### config.mk
export PLATFORM = sky130hd
export DESIGN_NAME = cpu_on_board
export DESIGN_NICKNAME = d
export VERILOG_FILES = /design/src/hw/rv_board_pkg.sv /design/src/hw/reg_file.sv /design/src/hw/fetch_unit.sv /design/src/hw/exec_core.sv /design/src/hw/led_port.sv /design/src/hw/cpu_on_board.sv
export SDC_FILE = /design/constraint.sdc
export NUM_CORES = 2
export LEC_CHECK = 0
export BUFFER_PORTS_ARGS = -buffer_cell sky130_fd_sc_hd__buf_2
export CAP_MARGIN = 40
export CELL_PAD_IN_SITES_DETAIL_PLACEMENT = 2
export CELL_PAD_IN_SITES_GLOBAL_PLACEMENT = 2
export CORE_MARGIN = 2
export CORE_UTILIZATION = 30
export DETAILED_ROUTE_END_ITERATION = 16
export GPL_TIMING_DRIVEN = 0
export PLACE_DENSITY = 0.58
export RECOVER_POWER = 25
export SYNTH_ARGS = -nofsm -noshare
export SYNTH_HDL_FRONTEND = slang
export SYNTH_SLANG_ARGS = --single-unit
### constraint.sdc
create_clock -name clock_1hz -period 6.2 [get_ports clock_1hz]
set_input_delay 0.62 -clock clock_1hz [delete_from_list [all_inputs] [get_ports clock_1hz]]
set_output_delay 0.62 -clock clock_1hz [all_outputs]
set_load 0.01 [all_outputs]
### src/hw/rv_board_pkg.sv
`default_nettype none

package rv_board_pkg;

    // one machine word, register values and alu results
    typedef logic [31:0] xlen_t;

    // byte address on the bus and in the pc
    typedef logic [31:0] addr_t;

    // raw instruction word as it comes off the bus
    typedef logic [31:0] instr_t;

    typedef logic [4:0] reg_idx_t;

    // green led byte
    typedef logic [7:0] led_t;

    // byte lane selects, classic 32-bit bus
    typedef logic [3:0] wb_sel_t;

    // instruction fields
    typedef logic [6:0] opcode_t;
    typedef logic [2:0] funct3_t;
    typedef logic [6:0] funct7_t;

    // stores to this address land on LEDG
    localparam addr_t led_addr = 32'h0000_1000;

    // first fetch after reset
    localparam addr_t reset_pc = 32'h0000_0000;

    // instruction fetches always read the whole word
    localparam wb_sel_t wb_sel_all = 4'b1111;

    // major opcodes of the supported subset
    localparam opcode_t op_lui   = 7'b0110111;
    localparam opcode_t op_imm   = 7'b0010011;
    localparam opcode_t op_reg   = 7'b0110011;
    localparam opcode_t op_store = 7'b0100011;

    // funct3 values, add/sub share one code
    localparam funct3_t f3_add = 3'b000;
    localparam funct3_t f3_xor = 3'b100;
    localparam funct3_t f3_or  = 3'b110;
    localparam funct3_t f3_and = 3'b111;
    localparam funct3_t f3_sw  = 3'b010;

    // funct7 for register ops, only bit 30 differs
    localparam funct7_t f7_base = 7'b0000000;
    localparam funct7_t f7_sub  = 7'b0100000;

    typedef enum logic [1:0] {
        fs_request,
        fs_wait_core,
        fs_halted
    } fetch_state_t;

    // master side of the wishbone classic bus
    typedef struct packed {
        logic    cyc;
        logic    stb;
        logic    we;
        addr_t   adr;
        wb_sel_t sel;
    } wb_req_t;

    // slave side of the bus
    typedef struct packed {
        logic  ack;
        xlen_t dat_r;
    } wb_rsp_t;

    // store word going from the core to the led port
    typedef struct packed {
        logic  valid;
        addr_t addr;
        xlen_t data;
    } store_t;

endpackage

`default_nettype wire

### src/hw/reg_file.sv
`default_nettype none

module reg_file (
    input  wire                           clock_1hz,
    input  wire                           KEY0,
    input  wire rv_board_pkg::reg_idx_t   rs1,
    input  wire rv_board_pkg::reg_idx_t   rs2,
    input  wire rv_board_pkg::reg_idx_t   rd,
    input  wire                           wr_en,
    input  wire rv_board_pkg::xlen_t      wr_data,
    output rv_board_pkg::xlen_t           rs1_data,
    output rv_board_pkg::xlen_t           rs2_data
);

    // x1..x31, x0 has no storage at all
    rv_board_pkg::xlen_t regs [1:31];

    always_ff @(posedge clock_1hz or negedge KEY0) begin
        if (!KEY0) begin
            for (int i = 1; i < 32; i++) begin
                regs[i] <= '0;
            end
        end else if (wr_en && (rd != '0)) begin
            regs[rd] <= wr_data;
        end
    end

    // combinational reads, index zero forced to zero
    assign rs1_data = (rs1 == '0) ? '0 : regs[rs1];
    assign rs2_data = (rs2 == '0) ? '0 : regs[rs2];

    // a write aimed at x0 must be invisible on both ports afterwards
    x0_stays_zero: assert property (
        @(posedge clock_1hz) disable iff (!KEY0)
        (wr_en && (rd == '0)) |=>
            ((rs1 != '0) || (rs1_data == '0)) && ((rs2 != '0) || (rs2_data == '0)));

endmodule

`default_nettype wire

### src/hw/fetch_unit.sv
`default_nettype none

module fetch_unit (
    input  wire                          clock_1hz,
    input  wire                          KEY0,
    output rv_board_pkg::wb_req_t        wb_req,
    input  wire rv_board_pkg::wb_rsp_t   wb_rsp,
    output rv_board_pkg::instr_t         instr,
    output logic                         instr_valid,
    input  wire                          retire,
    input  wire                          illegal
);

    rv_board_pkg::fetch_state_t state;
    rv_board_pkg::addr_t        pc;

    // cyc and stb move together on a single-beat classic master
    logic req_active;

    // slave answered the pending read
    logic take_word;

    assign take_word = (state == rv_board_pkg::fs_request) && req_active && wb_rsp.ack;

    always_ff @(posedge clock_1hz or negedge KEY0) begin
        if (!KEY0) begin
            state       <= rv_board_pkg::fs_request;
            pc          <= rv_board_pkg::reset_pc;
            req_active  <= 1'b0;
            instr_valid <= 1'b0;
        end else begin
            // handoff strobe lasts one cycle only
            instr_valid <= 1'b0;
            case (state)
                rv_board_pkg::fs_request: begin
                    if (!req_active) begin
                        // first request after reset
                        req_active <= 1'b1;
                    end else if (wb_rsp.ack) begin
                        req_active  <= 1'b0;
                        instr_valid <= 1'b1;
                        state       <= rv_board_pkg::fs_wait_core;
                    end
                end
                rv_board_pkg::fs_wait_core: begin
                    if (illegal) begin
                        state <= rv_board_pkg::fs_halted;
                    end else if (retire) begin
                        // next request goes out together with the new pc
                        pc         <= pc + 32'd4;
                        req_active <= 1'b1;
                        state      <= rv_board_pkg::fs_request;
                    end
                end
                rv_board_pkg::fs_halted: begin
                    // parked until reset
                    req_active <= 1'b0;
                end
                default: begin
                    state <= rv_board_pkg::fs_halted;
                end
            endcase
        end
    end

    // instruction register, captured in the ack cycle
    always_ff @(posedge clock_1hz) begin
        if (take_word) begin
            instr <= wb_rsp.dat_r;
        end
    end

    // read only master, whole word, address straight from the pc
    always_comb begin
        wb_req.cyc = req_active;
        wb_req.stb = req_active;
        wb_req.we  = 1'b0;
        wb_req.adr = pc;
        wb_req.sel = rv_board_pkg::wb_sel_all;
    end

    stb_needs_cyc: assert property (
        @(posedge clock_1hz) disable iff (!KEY0) wb_req.stb |-> wb_req.cyc);

    adr_held_until_ack: assert property (
        @(posedge clock_1hz) disable iff (!KEY0)
        (wb_req.stb && !wb_rsp.ack) |=> $stable(wb_req.adr));

endmodule

`default_nettype wire

### src/hw/exec_core.sv
`default_nettype none

module exec_core (
    input  wire                         clock_1hz,
    input  wire                         KEY0,
    input  wire rv_board_pkg::instr_t   instr,
    input  wire                         instr_valid,
    output logic                        retire,
    output logic                        illegal,
    output rv_board_pkg::store_t        store
);

    // instruction fields
    rv_board_pkg::opcode_t  opcode;
    rv_board_pkg::reg_idx_t rd;
    rv_board_pkg::funct3_t  funct3;
    rv_board_pkg::reg_idx_t rs1;
    rv_board_pkg::reg_idx_t rs2;
    rv_board_pkg::funct7_t  funct7;

    // sign extended i and s, u already shifted up
    rv_board_pkg::xlen_t imm_i;
    rv_board_pkg::xlen_t imm_s;
    rv_board_pkg::xlen_t imm_u;

    rv_board_pkg::xlen_t rs1_data;
    rv_board_pkg::xlen_t rs2_data;
    rv_board_pkg::xlen_t result;

    logic legal;
    logic is_store;
    logic writes_rd;
    logic wr_en;

    // registered store payload, only the valid bit sees reset
    logic                store_valid;
    rv_board_pkg::addr_t store_addr;
    rv_board_pkg::xlen_t store_data;

    assign opcode = instr[6:0];
    assign rd     = instr[11:7];
    assign funct3 = instr[14:12];
    assign rs1    = instr[19:15];
    assign rs2    = instr[24:20];
    assign funct7 = instr[31:25];

    assign imm_i = {{20{instr[31]}}, instr[31:20]};
    assign imm_s = {{20{instr[31]}}, instr[31:25], instr[11:7]};
    assign imm_u = {instr[31:12], 12'b0};

    always_comb begin
        legal     = 1'b0;
        is_store  = 1'b0;
        writes_rd = 1'b0;
        result    = '0;
        case (opcode)
            rv_board_pkg::op_lui: begin
                legal     = 1'b1;
                writes_rd = 1'b1;
                result    = imm_u;
            end
            rv_board_pkg::op_imm: begin
                // slti, sltiu and shifts fall through to illegal
                legal     = 1'b1;
                writes_rd = 1'b1;
                case (funct3)
                    rv_board_pkg::f3_add: result = rs1_data + imm_i;
                    rv_board_pkg::f3_xor: result = rs1_data ^ imm_i;
                    rv_board_pkg::f3_or:  result = rs1_data | imm_i;
                    rv_board_pkg::f3_and: result = rs1_data & imm_i;
                    default:              legal  = 1'b0;
                endcase
            end
            rv_board_pkg::op_reg: begin
                writes_rd = 1'b1;
                if (funct7 == rv_board_pkg::f7_base) begin
                    legal = 1'b1;
                    case (funct3)
                        rv_board_pkg::f3_add: result = rs1_data + rs2_data;
                        rv_board_pkg::f3_xor: result = rs1_data ^ rs2_data;
                        rv_board_pkg::f3_or:  result = rs1_data | rs2_data;
                        rv_board_pkg::f3_and: result = rs1_data & rs2_data;
                        default:              legal  = 1'b0;
                    endcase
                end else if ((funct7 == rv_board_pkg::f7_sub) &&
                             (funct3 == rv_board_pkg::f3_add)) begin
                    legal  = 1'b1;
                    result = rs1_data - rs2_data;
                end
            end
            rv_board_pkg::op_store: begin
                // word stores only
                if (funct3 == rv_board_pkg::f3_sw) begin
                    legal    = 1'b1;
                    is_store = 1'b1;
                end
            end
            default: begin
                legal = 1'b0;
            end
        endcase
    end

    // writeback lands on the same edge that raises retire
    assign wr_en = instr_valid && legal && writes_rd;

    reg_file u_reg_file (
        .clock_1hz (clock_1hz),
        .KEY0      (KEY0),
        .rs1       (rs1),
        .rs2       (rs2),
        .rd        (rd),
        .wr_en     (wr_en),
        .wr_data   (result),
        .rs1_data  (rs1_data),
        .rs2_data  (rs2_data)
    );

    always_ff @(posedge clock_1hz or negedge KEY0) begin
        if (!KEY0) begin
            retire      <= 1'b0;
            illegal     <= 1'b0;
            store_valid <= 1'b0;
        end else begin
            retire      <= instr_valid && legal;
            illegal     <= instr_valid && !legal;
            store_valid <= instr_valid && legal && is_store;
        end
    end

    // address decode is left to the led port
    always_ff @(posedge clock_1hz) begin
        if (instr_valid && is_store) begin
            store_addr <= rs1_data + imm_s;
            store_data <= rs2_data;
        end
    end

    assign store = '{valid: store_valid, addr: store_addr, data: store_data};

    retire_xor_illegal: assert property (
        @(posedge clock_1hz) disable iff (!KEY0) !(retire && illegal));

endmodule

`default_nettype wire

### src/hw/led_port.sv
`default_nettype none

module led_port (
    input  wire                         clock_1hz,
    input  wire                         KEY0,
    input  wire rv_board_pkg::store_t   store,
    input  wire                         retire,
    input  wire                         illegal,
    output rv_board_pkg::led_t          LEDG,
    output logic                        LEDR0,
    output logic                        LEDR9
);

    // store aimed at the led byte
    logic led_hit;

    assign led_hit = store.valid && (store.addr == rv_board_pkg::led_addr);

    always_ff @(posedge clock_1hz or negedge KEY0) begin
        if (!KEY0) begin
            LEDG  <= '0;
            LEDR0 <= 1'b0;
            LEDR9 <= 1'b0;
        end else begin
            // low byte of the stored register
            if (led_hit) begin
                LEDG <= store.data[7:0];
            end
            // heartbeat, one toggle per retired instruction
            if (retire) begin
                LEDR0 <= ~LEDR0;
            end
            // sticky, only reset clears it
            if (illegal) begin
                LEDR9 <= 1'b1;
            end
        end
    end

    // the core only issues a store as part of a retiring instruction
    store_with_retire: assert property (
        @(posedge clock_1hz) disable iff (!KEY0) store.valid |-> retire);

endmodule

`default_nettype wire

### src/hw/cpu_on_board.sv
`default_nettype none

module cpu_on_board (
    input  wire                          clock_1hz,
    input  wire                          KEY0,
    output rv_board_pkg::wb_req_t        wb_req,
    input  wire rv_board_pkg::wb_rsp_t   wb_rsp,
    output rv_board_pkg::led_t           LEDG,
    output logic                         LEDR0,
    output logic                         LEDR9
);

    // fetch to core handoff
    rv_board_pkg::instr_t instr;
    logic                 instr_valid;

    // core status pulses, seen by fetch and the leds
    logic retire;
    logic illegal;

    rv_board_pkg::store_t store;

    fetch_unit u_fetch_unit (
        .clock_1hz   (clock_1hz),
        .KEY0        (KEY0),
        .wb_req      (wb_req),
        .wb_rsp      (wb_rsp),
        .instr       (instr),
        .instr_valid (instr_valid),
        .retire      (retire),
        .illegal     (illegal)
    );

    exec_core u_exec_core (
        .clock_1hz   (clock_1hz),
        .KEY0        (KEY0),
        .instr       (instr),
        .instr_valid (instr_valid),
        .retire      (retire),
        .illegal     (illegal),
        .store       (store)
    );

    led_port u_led_port (
        .clock_1hz (clock_1hz),
        .KEY0      (KEY0),
        .store     (store),
        .retire    (retire),
        .illegal   (illegal),
        .LEDG      (LEDG),
        .LEDR0     (LEDR0),
        .LEDR9     (LEDR9)
    );

endmodule

`default_nettype wire

==> flow_metrics.py <==
metrics = {
    "status": {
        "outcome": "complete, but fails checks",
        "violations": "max-capacitance violations, max-slew violations, negative setup slack",
    },
    "sta": {
        "relSlewSlack_pct": -93.8,
        "final_max_slew_viol_count": 272,
        "tightest_slew_ns": 2.91,
        "holdWs_ns": 0.131,
        "final_hold_viol_count": 0,
        "fmax_mhz": 151,
        "grt_setup_unrepaired": "yes",
        "fin_setup_tns_ns": -146.27,
        "setup_ws_ns": -0.440,
        "setup_viol": 829,
        "min_period_ns": 6.64,
        "finalCritPeriodShare_pct": 107,
        "fin_worst_skew_ns": 0.0403,
    },
    "global_routing": {
        "met1_usage_pct": 44.7,
        "grtUsageTotal_pct": 33.9,
        "antenna_found_initial": 29,
        "grt_max_degree": 152,
        "grt_pass1_wl_um": 546000,
        "grt_overflow_total": 0,
        "met2_usage_pct": 53.7,
        "top_usage_layer": "met2",
        "grt_use_met3_pct": 6.36,
        "first_global_vias": 64600,
    },
    "setup_path": {
        "worstSetupStartpointType": "flip-flop",
        "critPathTopFamily": "compound AO/OA/AOI/OAI gates",
        "cp.required_ns": 6.87,
        "cp_slowest_stage_delay_ns": 0.68,
        "cp_max_fo": 10,
        "crit_slowest_cell": "a222oi_1",
        "cp-end-kind": "flip-flop",
        "path_buf_inv": 9,
        "worst_path_most_repeated_cell": "buf_12",
        "crit_type": "reg2reg",
        "arrival_ns": 7.31,
        "crit_chain": "buf_12 > buf_4 > buf_6 > mux4_2 > a22o_1 > a31oi_2 > o311a_4 > inv_1 > ha_1 > a2111oi_4 > buf_2 > o31a_1 > o221ai_2 > a221o_1 > nand2_1 > xnor2_1 > a222oi_1 > clkbuf_8 > buf_12 > buf_16 > buf_8 > nand2_2 > o22ai_1 > a21oi_1",
    },
    "clocking": {
        "cts_sinks": 1111,
        "cts_tree": "built",
        "clk_latency_ns": 0.83,
        "cts_buffer_depth": 3,
        "htreeDepth": 4,
        "path_clk_slew_ns": 0.06,
        "cts_made_buffers": 144,
        "cts-root-buf": "clkbuf_16",
    },
    "yosys": {
        "synthesis.area_mm2": 0.0684,
        "synth-xor-area-share_pct": 1.32,
        "synth_edf_count": 72,
        "synth_top_family_by_area": "multiplexers",
        "yosys.area_share.simple_pct": 9.78,
        "ys_ff_latch": 1111,
        "synthMuxAreaShare_pct": 26.0,
        "synth_compound_area_share_pct": 14.1,
        "synth_top_flop_cell": "dfrtp_1",
        "avgSynthCellArea_um2": 10.8,
        "ys_types": 107,
        "ys_warn_count": 0,
        "synth_adder_area_share_pct": 2.95,
        "synth_async_sr_flop_share_pct": 93.5,
        "ys_seq_area_share_pct": 41.2,
        "netlist_instances": 6343,
    },
    "route": {
        "first_pass_iters": 7,
        "drtIter0Drc": 5796,
        "wl_per_cell_um": 39.4,
        "drcViolationCount": 0,
        "postRouteAntennaNets": 0,
        "routed_wl_um": 399000,
        "num_vias": 62200,
        "viasPerCell": 6.14,
    },
    "min_path": {
        "hp-class": "in2reg",
    },
    "placed_design": {
        "pre_cts_slack_ns": -4.01,
        "dp_cells": 9703,
        "hpwl_um": 314000,
        "io_buffers": 76,
        "gp_congestion": 0.968,
    },
    "power": {
        "vdd.ir_drop.worst_mv": 0.216,
        "p_leak_nw": 37.0,
        "p_per_area_mw_per_mm2": 190,
    },
    "floorplan": {
        "dieArea_mm2": 0.232,
        "ios": 84,
        "die_w_um": 481,
        "die_y_um": 481,
        "core_mm2": 0.227,
        "rows": 175,
        "start_util_pct": 30.1,
    },
    "final_layout": {
        "fin_util_pct": 37.9,
        "drive_gt1_share_pct": 31.8,
        "layout_commonest_cell": "dfrtp_1",
        "synthToLayoutAreaGrowth_pct": 26.0,
        "final_cells": 10100,
        "layout_common_cells": "1,039 x dfrtp_1, 788 x nor2_1, 685 x a21oi_1",
        "fill_cells": 23600,
        "nNetsFinal": 7191,
    },
    "job": {
        "cap_violations": 3,
    },
}
-- worst paths after layout --
path,slack (ns),cells after the start,endpoint,from
worst max-delay path,-0.44,24,u_exec_core.u_reg_file.regs[85]$_DFFE_PN0P_,u_fetch_unit.instr[15]$_DFFE_PP_
worst min register to register,0.45,1,u_led_port.LEDR0$_DFFE_PN0P_,u_led_port.LEDR0$_DFFE_PN0P_
max in group asynchronous,0.79,4,u_exec_core.u_reg_file.regs[71]$_DFFE_PN0P_,KEY0
worst max register to register,-0.44,24,u_exec_core.u_reg_file.regs[85]$_DFFE_PN0P_,u_fetch_unit.instr[15]$_DFFE_PP_
min in group asynchronous,1.28,2,u_fetch_unit.pc[30]$_DFFE_PN0P_,KEY0
worst min-delay path,0.13,2,u_fetch_unit.instr_valid$_DFF_PN0_,wb_rsp[32]
-- through the flow --
| step | total power, mW | instance area (µm²) |
|---|---|---|
| 6_report | 16.3 | 86100 |
| 3_5_place_dp | 7.63 | 76000 |
| 4_1_cts | 16.4 | 85000 |
| 3_3_place_gp | 7.62 | 72500 |
| 2_1_floorplan | 7.45 | 68400 |
| 5_1_grt | 16.7 | 86100 |
-- synth_stat cells (12+ instances only) --
library cell	n	area, µm²
nor2b_1	25	156
a21o_1	48	360
o21a_1	15	113
dfrtp_1	1039	26000
buf_1	100	375
a22o_1	38	333
nand4_1	43	269
or2_2	15	93.8
nand2b_1	14	87.6
nor4_1	35	219
xnor2_1	70	613
o21bai_1	29	218
nand3_1	51	255
a21oi_1	723	3620
nor3_1	78	390
clkbuf_1	443	1660
nand2_1	348	1310
nor2_1	826	3100
and3_1	50	313
o31ai_1	19	143
mux2_2	363	4090
and2_1	15	93.8
a31oi_1	26	163
buf_6	12	135
a22oi_1	41	308
o22ai_1	120	751
a31o_2	37	324
buf_4	23	173
edfxtp_1	72	2160
mux4_2	515	11600
a221oi_1	17	149
a211oi_1	19	143
xor2_1	33	289
mux2i_1	209	2090
inv_1	126	473
o21ai_0	212	1060
a41oi_1	95	832
ha_1	158	1980
or3_1	12	75.1
buf_2	48	240
-- flip-flops by register name, summed over array words and instances, names as in the netlist, 2 cells and up --
signal and cells:
u_fetch_unit.state 2, u_exec_core.u_reg_file.regs 992, u_led_port.LEDG 8, u_fetch_unit.pc 30, u_exec_core.store_addr 32, u_fetch_unit.instr 32, u_exec_core.store_data 8
-- where the power goes --
part / switching, mW / internal (mW)
clock network: 3.69 / 5.14
logic: 0.156 / 0.0349
registers: 0 / 7.31
total: 3.85 / 12.5
-- final cells by class --
type                    instances  area, µm²  share of cell area (%)
clock inverters                44        546                   0.633
well taps                    3009       3760                    4.37
multi-input cells            4469      38900                    45.2
plain buffers                 610       4290                    4.98
repair buffers                524       5600                    6.50
clock buffers                 215       4300                    4.99
flip-flops and latches       1111      28200                    32.7
inverters                     136        537                   0.623
diodes                         10       25.0                  0.0291
-- routing by layer --
layer	vias up	routed length, µm
met4	8	22200
met1	34000	164000
met2	2597	184000
met5	-	76
li1	24900	-
met3	735	29400
-- timing repair --
item	4_1_cts	5_1_grt
cloned	8	3
resized for setup	813	173
setup endpoints to repair	1019	929
setup buffers	88	45
pin swaps	63	32
hold buffers	33	0
endpoints found under the hold margin	124	0
-- cells by family after synthesis --
group	Yosys count
AND/OR/NAND/NOR	1551
XOR/XNOR	103
buffers and inverters	768
adder cells (fa/ha/maj)	160
other	2
multiplexers	1087
AO/OA/AOI/OAI	1561
flip-flops	1111
No activity file was read; power rests on OpenSTA's default activity.
